--- src/source/i2c_pkg.sv ---
package i2c_pkg;

	////////////////////////////////////////
	// widths
	////////////////////////////////////////

	typedef logic [7:0] i2c_byte_t;
	typedef logic [2:0] reg_addr_t;

	localparam int BITS_PER_BYTE = 8;

	////////////////////////////////////////
	// host register map
	////////////////////////////////////////

	localparam reg_addr_t REG_CONTROL    = 3'd0;
	localparam reg_addr_t REG_SLAVE_ADDR = 3'd1;
	localparam reg_addr_t REG_TARGET_REG = 3'd2;
	localparam reg_addr_t REG_DATA       = 3'd3;

	// only the go bit of the control byte does anything
	localparam int CTRL_GO_BIT = 0;

	// bit engine commands
	typedef enum logic [1:0] {
		op_start,
		op_byte,
		op_stop
	} bit_op_t;

	typedef enum logic [2:0] {
		seq_idle,
		seq_start,
		seq_addr,
		seq_reg,
		seq_data,
		seq_stop
	} seq_state_t;

endpackage

--- src/source/i2c_if.sv ---
`timescale 1ns/1ns

// transfer request from register bank to sequencer
interface xfer_if;
	import i2c_pkg::*;

	logic      go;
	i2c_byte_t slave_addr;
	i2c_byte_t target_reg;
	i2c_byte_t data;

	modport bank (output go, output slave_addr, output target_reg, output data);
	modport seq (input go, input slave_addr, input target_reg, input data);

endinterface

// one command at a time from sequencer to bit engine
interface bit_cmd_if;
	import i2c_pkg::*;

	logic      cmd_valid;
	bit_op_t   cmd_op;
	i2c_byte_t cmd_byte;
	logic      done;
	logic      acked;

	modport seq (output cmd_valid, output cmd_op, output cmd_byte, input done, input acked);
	modport engine (input cmd_valid, input cmd_op, input cmd_byte, output done, output acked);

endinterface

--- src/source/i2c_reg_bank.sv ---
`timescale 1ns/1ns

module i2c_reg_bank
(
	input  logic              clk_div_2,
	input  logic              reset_n,
	input  logic              write,
	input  i2c_pkg::reg_addr_t address,
	input  i2c_pkg::i2c_byte_t writedata,
	xfer_if.bank              xfer
);
	import i2c_pkg::*;

	logic go_write;

	// control write with the go bit set
	assign go_write = write && (address == REG_CONTROL) && writedata[CTRL_GO_BIT];

	////////////////////////////////////////
	// go strobe
	////////////////////////////////////////

	always_ff @(posedge clk_div_2)
	begin
		if (!reset_n)
		begin
			xfer.go <= 1'b0;
		end
		else
		begin
			xfer.go <= go_write;
		end
	end

	////////////////////////////////////////
	// byte registers
	////////////////////////////////////////

	always_ff @(posedge clk_div_2)
	begin
		if (!reset_n)
		begin
			xfer.slave_addr <= '0;
			xfer.target_reg <= '0;
			xfer.data <= '0;
		end
		else if (write)
		begin
			case (address)
				REG_SLAVE_ADDR: xfer.slave_addr <= writedata;
				REG_TARGET_REG: xfer.target_reg <= writedata;
				REG_DATA:       xfer.data <= writedata;
				default:        ;
			endcase
		end
	end

endmodule

--- src/source/i2c_byte_sequencer.sv ---
`timescale 1ns/1ns

module i2c_byte_sequencer
(
	input  logic    clk_div_2,
	input  logic    reset_n,
	xfer_if.seq     xfer,
	bit_cmd_if.seq  bit_cmd,
	output logic    ready,
	output logic    success_out
);
	import i2c_pkg::*;

	seq_state_t state;
	logic       accept;
	logic       all_acked;
	i2c_byte_t  addr_q;
	i2c_byte_t  reg_q;
	i2c_byte_t  data_q;

	// go is dropped unless idle
	assign accept = (state == seq_idle) && xfer.go;

	////////////////////////////////////////
	// transfer FSM
	////////////////////////////////////////

	always_ff @(posedge clk_div_2)
	begin
		if (!reset_n)
		begin
			state <= seq_idle;
			ready <= 1'b1;
			success_out <= 1'b0;
			all_acked <= 1'b0;
			bit_cmd.cmd_valid <= 1'b0;
			bit_cmd.cmd_op <= op_start;
		end
		else
		begin
			bit_cmd.cmd_valid <= 1'b0;
			case (state)
				seq_idle:
				begin
					if (accept)
					begin
						state <= seq_start;
						ready <= 1'b0;
						success_out <= 1'b0;
						all_acked <= 1'b0;
						bit_cmd.cmd_valid <= 1'b1;
						bit_cmd.cmd_op <= op_start;
					end
				end
				seq_start:
				begin
					if (bit_cmd.done)
					begin
						state <= seq_addr;
						bit_cmd.cmd_valid <= 1'b1;
						bit_cmd.cmd_op <= op_byte;
					end
				end
				seq_addr, seq_reg:
				begin
					if (bit_cmd.done)
					begin
						bit_cmd.cmd_valid <= 1'b1;
						// nack goes straight to stop
						if (bit_cmd.acked)
						begin
							state <= (state == seq_addr) ? seq_reg : seq_data;
							bit_cmd.cmd_op <= op_byte;
						end
						else
						begin
							state <= seq_stop;
							bit_cmd.cmd_op <= op_stop;
						end
					end
				end
				seq_data:
				begin
					if (bit_cmd.done)
					begin
						state <= seq_stop;
						all_acked <= bit_cmd.acked;
						bit_cmd.cmd_valid <= 1'b1;
						bit_cmd.cmd_op <= op_stop;
					end
				end
				seq_stop:
				begin
					if (bit_cmd.done)
					begin
						state <= seq_idle;
						ready <= 1'b1;
						success_out <= all_acked;
					end
				end
				default: state <= seq_idle;
			endcase
		end
	end

	////////////////////////////////////////
	// transfer bytes and command payload
	////////////////////////////////////////

	always_ff @(posedge clk_div_2)
	begin
		// snapshot so host writes cannot touch a transfer in flight
		if (accept)
		begin
			addr_q <= xfer.slave_addr;
			reg_q <= xfer.target_reg;
			data_q <= xfer.data;
		end
		if (bit_cmd.done)
		begin
			case (state)
				seq_start: bit_cmd.cmd_byte <= addr_q;
				seq_addr:  bit_cmd.cmd_byte <= reg_q;
				seq_reg:   bit_cmd.cmd_byte <= data_q;
				default:   ;
			endcase
		end
	end

endmodule

--- src/source/i2c_bit_engine.sv ---
`timescale 1ns/1ns

module i2c_bit_engine
#(
	parameter int clks_per_quarter = 2
)
(
	input  logic       clk_div_2,
	input  logic       reset_n,
	bit_cmd_if.engine  bit_cmd,
	input  logic       sda_in,
	output logic       sda,
	output logic       sda_oe,
	output logic       scl_out
);
	import i2c_pkg::*;

	localparam int cnt_w = (clks_per_quarter > 1) ? $clog2(clks_per_quarter) : 1;
	localparam logic [cnt_w-1:0] q_last = cnt_w'(clks_per_quarter - 1);
	localparam logic [3:0] ack_slot = 4'(BITS_PER_BYTE);

	logic             busy;
	bit_op_t          op;
	logic [cnt_w-1:0] qcnt;
	logic [1:0]       qidx;
	logic [3:0]       bcnt;
	i2c_byte_t        shift_q;
	logic             scl_hold;
	logic             sda_hold;
	logic             oe_hold;
	logic             quarter_end;

	assign quarter_end = (qcnt == q_last);

	////////////////////////////////////////
	// counters and handshake
	////////////////////////////////////////

	always_ff @(posedge clk_div_2)
	begin
		if (!reset_n)
		begin
			busy <= 1'b0;
			op <= op_start;
			qcnt <= '0;
			qidx <= '0;
			bcnt <= '0;
			bit_cmd.done <= 1'b0;
			bit_cmd.acked <= 1'b0;
		end
		else
		begin
			bit_cmd.done <= 1'b0;
			if (!busy)
			begin
				if (bit_cmd.cmd_valid)
				begin
					busy <= 1'b1;
					op <= bit_cmd.cmd_op;
					qcnt <= '0;
					qidx <= '0;
					bcnt <= '0;
				end
			end
			else if (!quarter_end)
			begin
				qcnt <= qcnt + 1'b1;
			end
			else
			begin
				qcnt <= '0;
				qidx <= qidx + 1'b1;
				// ack sampled at end of first high quarter
				if (op == op_byte && bcnt == ack_slot && qidx == 2'd1)
					bit_cmd.acked <= ~sda_in;
				if (qidx == 2'd3)
				begin
					if (op == op_byte && bcnt != ack_slot)
					begin
						bcnt <= bcnt + 1'b1;
					end
					else
					begin
						busy <= 1'b0;
						bit_cmd.done <= 1'b1;
					end
				end
			end
		end
	end

	// msb first with the next bit at slot end
	always_ff @(posedge clk_div_2)
	begin
		if (!busy && bit_cmd.cmd_valid)
			shift_q <= bit_cmd.cmd_byte;
		else if (busy && quarter_end && qidx == 2'd3)
			shift_q <= {shift_q[BITS_PER_BYTE-2:0], 1'b0};
	end

	////////////////////////////////////////
	// line levels
	////////////////////////////////////////

	always_comb
	begin
		scl_out = scl_hold;
		sda = sda_hold;
		sda_oe = oe_hold;
		if (busy)
		begin
			sda_oe = 1'b1;
			case (op)
				op_start:
				begin
					scl_out = (qidx < 2'd2);
					sda = (qidx == 2'd0);
				end
				op_byte:
				begin
					scl_out = (qidx == 2'd1) || (qidx == 2'd2);
					if (bcnt == ack_slot)
					begin
						sda_oe = 1'b0;
						sda = 1'b0;
					end
					else
						sda = shift_q[BITS_PER_BYTE-1];
				end
				op_stop:
				begin
					scl_out = (qidx != 2'd0);
					sda = (qidx >= 2'd2);
				end
				default: sda_oe = oe_hold;
			endcase
		end
	end

	// lines keep their last level between commands
	always_ff @(posedge clk_div_2)
	begin
		if (!reset_n)
		begin
			scl_hold <= 1'b1;
			sda_hold <= 1'b1;
			oe_hold <= 1'b1;
		end
		else if (busy)
		begin
			scl_hold <= scl_out;
			sda_hold <= sda;
			oe_hold <= sda_oe;
		end
	end

endmodule

--- src/source/i2c_write_master.sv ---
`timescale 1ns/1ns

module i2c_write_master
#(
	parameter int clks_per_quarter = 2
)
(
	input  logic               clk_div_2,
	input  logic               reset_n,
	input  logic               write,
	input  i2c_pkg::reg_addr_t address,
	input  i2c_pkg::i2c_byte_t writedata,
	input  logic               sda_in,
	output logic               sda,
	output logic               sda_oe,
	output logic               scl_out,
	output logic               ready,
	output logic               success_out
);

	xfer_if    xfer ();
	bit_cmd_if bit_cmd ();

	////////////////////////////////////////
	// register bank, sequencer, bit engine
	////////////////////////////////////////

	i2c_reg_bank u_reg_bank (
		.clk_div_2 (clk_div_2),
		.reset_n   (reset_n),
		.write     (write),
		.address   (address),
		.writedata (writedata),
		.xfer      (xfer.bank)
	);

	i2c_byte_sequencer u_sequencer (
		.clk_div_2   (clk_div_2),
		.reset_n     (reset_n),
		.xfer        (xfer.seq),
		.bit_cmd     (bit_cmd.seq),
		.ready       (ready),
		.success_out (success_out)
	);

	i2c_bit_engine #(
		.clks_per_quarter (clks_per_quarter)
	) u_bit_engine (
		.clk_div_2 (clk_div_2),
		.reset_n   (reset_n),
		.bit_cmd   (bit_cmd.engine),
		.sda_in    (sda_in),
		.sda       (sda),
		.sda_oe    (sda_oe),
		.scl_out   (scl_out)
	);

endmodule

--- config.mk ---
export PLATFORM = sky130hd
export DESIGN_NAME = i2c_write_master
export DESIGN_NICKNAME = d
export VERILOG_FILES = /design/src/source/i2c_pkg.sv /design/src/source/i2c_if.sv /design/src/source/i2c_reg_bank.sv /design/src/source/i2c_byte_sequencer.sv /design/src/source/i2c_bit_engine.sv /design/src/source/i2c_write_master.sv
export SDC_FILE = /design/constraint.sdc
export NUM_CORES = 1
export LEC_CHECK = 0
export BUFFER_PORTS_ARGS = -buffer_cell sky130_fd_sc_hd__buf_2
export CAP_MARGIN = 20
export CORE_MARGIN = 1
export CORE_UTILIZATION = 31
export DETAILED_ROUTE_END_ITERATION = 12
export GPL_ROUTABILITY_DRIVEN = 0
export PLACE_DENSITY = 0.5
export SETUP_SLACK_MARGIN = 0.1
export SLEW_MARGIN = 10
export SYNTH_ARGS = -nofsm -noshare
export SYNTH_HDL_FRONTEND = slang
export SYNTH_HIERARCHICAL = 1
export SYNTH_SLANG_ARGS = --single-unit
export TNS_END_PERCENT = 50
--- constraint.sdc ---
create_clock -name clk_div_2 -period 2.2 [get_ports clk_div_2]
set_input_delay 0.11 -clock clk_div_2 [delete_from_list [all_inputs] [get_ports clk_div_2]]
set_output_delay 0.11 -clock clk_div_2 [all_outputs]
set_load 0.05 [all_outputs]
==> impl_summary.md <==
Worst setup path
The start of the worst register-to-register path is u_reg_bank/xfer.go$_SDFF_PN0_. The setup slack of the most critical reg-to-reg path is 0.49 ns. Data on the critical path is required at its endpoint by 2.09 ns. Along the worst path, the maximum fanout reaches 6. By startpoint and endpoint, the worst setup path is classified as reg -> out.

The cell depth of the worst flop-to-flop path is 2. The critical path capture point type is an output pin. For this design, the slowest cell found on the critical path is dfxtp_1. The largest single stage delay on the critical path is 0.42 ns. The endpoint identified for the worst register-to-register timing path is u_sequencer/addr_q[2]$_DFFE_PP_. Following the worst setup path forward leads to its endpoint at scl_out. STA classifies the critical path startpoint as a register. The startpoint of the worst setup timing path is u_bit_engine/qidx[1]$_SDFFE_PN0P_. Traced cell by cell, the critical path runs through inv_1 > ha_1 > and2_1 > o31ai_1 > a21oi_1 > buf_2. The signal arrival time at the worst endpoint is 1.85 ns.

Synthesis
The synthesized area is 3710 um^2. Of all cell types, the one taking the most synthesized area is edfxtp_1. The most used flip-flop cell after synthesis is dfxtp_1. Counting flops and latches in the post-synthesis netlist gives 89. By area the synthesized netlist is led by edfxtp_1 (32%), dfxtp_1 (26%), mux2i_1 (9.4%). The mean area per synthesized cell is 11.0 um^2.

The netlist uses 52 different library cells. For this run, the register share of the synthesized area comes to 0.589. The cell count after synthesis came out at 336. During synthesis, Yosys emitted a total of 6 warnings. The share of Yosys cell area claimed by the top area cell type is 0.324. In this run, synthesis inferred 40 flip-flops with an integrated enable.

The number of nets in the synthesized netlist is 357. The fraction of registers with async set or reset after synthesis is 0.

Clocking
The tree is rooted in a clkbuf_16. The TritonCTS buffer count is 9. TritonCTS built the clock tree. CTS built an H-tree with a depth of 3.

The clock-pin transition on the worst setup and hold timing paths is 0.08 ns. The buffer depth of the longest clock path is 2. The count of clock tree sinks is 89. The latest clock arrival within the worst-skew pair is 0.34 ns.

Power
The portion of total power attributed to combinational logic is 0.025. The design internal power is 2.58 mW. Of the total power, the share spent switching nets is 0.228. Summed over all cells, the static leakage comes to 1.60 nW. The largest vdd supply drop is 0.442 mV. The ratio of total power to cell area is 776 nW/um^2. The net switching power of the design is 0.759 mW. The share of total power in sequential cells is 0.521. The clock group share of total power is 0.453.

Route
In the routed design, unresolved DRC markers number 0. The final layout contains routed wiring with a total length of 6350 um. The detailed-route wire length per cell is 12.5 um.

The initial DRC count is 95. After detailed routing, the number of vias per cell comes to 4.64. The count of vias placed by the detailed router is 2,363. The count of nets left with antenna violations after detail routing is 0.

The number of optimization iterations in the first detailed-route pass is 4.

Timing
The post-route fraction of the period consumed by the critical path is 0.891. Setup violations remaining at the end of the flow were counted as 0. The total negative setup slack is 0 ns. The number of pins exceeding their max-slew limit in the final report was 0. Setup repair after global routing could not meet its margin everywhere. The achievable frequency is 510 MHz. The slack of the critical path is 0.241 ns. The worst hold margin is 0.0658 ns. The count of endpoints failing hold in the final timing report is 0.

For the pin with the worst max-slew slack, the measured transition is 0.707 ns. On the final layout, the worst clock skew is 0.00901 ns. The relative slew slack is 0.526.

The final period demand of the worst path is 1.96 ns.

Cells and area
The net count of the finished layout is 382. The finished layout holds 509 standard cells, fillers aside. The share of cells above drive strength 1 is 0.142. Compared with the post-synthesis result, the final layout area differs by 16.0%. The number of diodes is 0.

Placed design
Timing analysis after detailed placement gives a worst setup slack of 0.489 ns. Once placement completed, the tool counted placed cells totaling 487. The count of buffers added on input and output ports is 19. The half-perimeter wire length after detailed placement is 4260 um.

Floorplan
The initial utilization of the core area, before any placement, comes to 0.322. From bottom edge to top edge, the die measures 111 um. The number of placed I/O pins is 20. The die covers 12,400 um^2. The core area is 11,500 um^2. The die width is 111 um. The count of standard-cell rows is 39.

Global routing
For this run, the total global-route usage over all layers was measured as 0.112. The first global-routing pass estimated 11,100 um of wire. The maximum number of pins on one net before global-route repair is 29. Global routing finished with a remaining overflow of 0.

The number of antenna violations at the first check in global routing is 0. The via count of the first global-routing pass came to 2,247.

Run
Max-cap violations in this run came to 0.

Worst hold path
Along the worst hold path, the cell count comes to 3. The path category of the worst min-delay check is in -> reg.

Status
The flow ran to the end, and the final reports show no timing, DRC or antenna violations.
## cells by family (layout without fill, tap and decap cells)
family	count (synthesis)	count (layout)	synth area share
simple gates	127	127	0.167
flops	89	89	0.589
compound gates	51	51	0.0928
mux	35	35	0.0945
buf+inv	28	58	0.0364
fa+ha+maj	6	6	0.0202
## area by class of cell
cell class | count | area (um^2)
Clock buffer | 9 | 225
Clock inverter | 7 | 76.3
Fill cell | 1156 | 7220
Inverter | 12 | 45.0
Multi-Input combinational cell | 219 | 1390
Sequential cell | 89 | 2180
Tap cell | 143 | 179
Timing Repair Buffer | 30 | 200
## per-layer routing
| layer | routed length (um) | GRT usage | vias up |
|---|---|---|---|
| met3 | 202 | 0.0327 | 7 |
| met5 | 0 | 0 | - |
| met1 | 3310 | 0.148 | 1090 |
| met2 | 2750 | 0.172 | 27 |
| met4 | 86 | 0.0432 | 0 |
| li1 | - | - | 1239 |
## worst min-delay path by stage
stage                                                 end  slack, ns          from
2_1_floorplan           u_bit_engine/oe_hold$_SDFFE_PN1P_       0.18       reset_n
3_3_place_gp      u_bit_engine/bit_cmd.acked$_SDFFE_PN0P_       0.30        sda_in
3_5_place_dp      u_bit_engine/bit_cmd.acked$_SDFFE_PN0P_       0.30        sda_in
4_1_cts        u_reg_bank/xfer.slave_addr[3]$_SDFFE_PN0P_       0.05  writedata[3]
5_1_grt              u_reg_bank/xfer.data[4]$_SDFFE_PN0P_       0.07  writedata[4]
6_report       u_reg_bank/xfer.slave_addr[2]$_SDFFE_PN0P_       0.07  writedata[2]
## stage by stage
step,power (mW),area [um^2],utilization
after global placement,1.86,3940,0.342
after global routing,3.47,4300,0.373
after detailed placement,1.86,3940,0.342
after floorplan,1.83,3710,-
after CTS,3.39,4270,0.371
final,3.34,4300,0.373
## cell usage in the layout, fill, tap and decap left out, types with 3 or more instances in the layout
| master | instances |
|---|---|
| inv_1 | 9 |
| inv_8 | 3 |
| o21ai_1 | 12 |
| dfxtp_1 | 48 |
| a21oi_1 | 12 |
| ha_1 | 6 |
| o21ai_0 | 6 |
| mux2i_1 | 35 |
| nor2_1 | 11 |
| and3_1 | 3 |
| buf_2 | 18 |
| nand4b_1 | 4 |
| dlygate4sd3_1 | 3 |
| edfxtp_1 | 40 |
| clkbuf_16 | 9 |
| nand2_1 | 72 |
| o31ai_1 | 3 |
| buf_4 | 8 |
| nor2b_1 | 5 |
| nand4_1 | 3 |
| inv_2 | 3 |
| nand3_1 | 4 |
| nand2b_1 | 7 |
## power by group through the flow
stage	combinational [mW]	clock (mW)	sequential (mW)
3_3_place_gp	0.0809	0	1.78
6_report	0.0842	1.51	1.74
4_1_cts	0.0852	1.57	1.74
5_1_grt	0.0941	1.64	1.74
2_1_floorplan	0.0519	0	1.77
3_5_place_dp	0.0821	0	1.78
## timing repair
| item | CTS | global route |
|---|---|---|
| gates resized for setup | 0 | 3 |
| setup endpoints to repair | 0 | 2 |
| endpoints found under the hold margin | 2 | 0 |
| hold buffers | 3 | 0 |
| buffers inserted | 0 | 3 |
## cell usage after synthesis (2+ instances only)
library cell	number
a211oi_1	2
a21boi_0	2
a21oi_1	12
a31oi_1	2
and2_1	2
and3_1	3
buf_2	6
buf_4	2
buf_6	2
clkbuf_1	5
dfxtp_1	49
edfxtp_1	40
ha_1	6
inv_1	9
inv_2	3
mux2i_1	35
nand2_1	72
nand2b_1	7
nand3_1	4
nand3b_1	2
nand4_1	3
nand4b_1	4
nor2_1	11
nor2b_1	5
nor3_1	2
o21ai_0	6
o21ai_1	12
o31ai_1	3
or3_1	2
## critical path: cells and delay by family, from the launching register on
family	cells	cell delay [ns]
buf+inv	2	0.33
compound gates	2	0.31
fa+ha+maj	1	0.29
simple gates	1	0.16
flops	1	0.42
No activity file was read; power rests on OpenSTA's default activity.
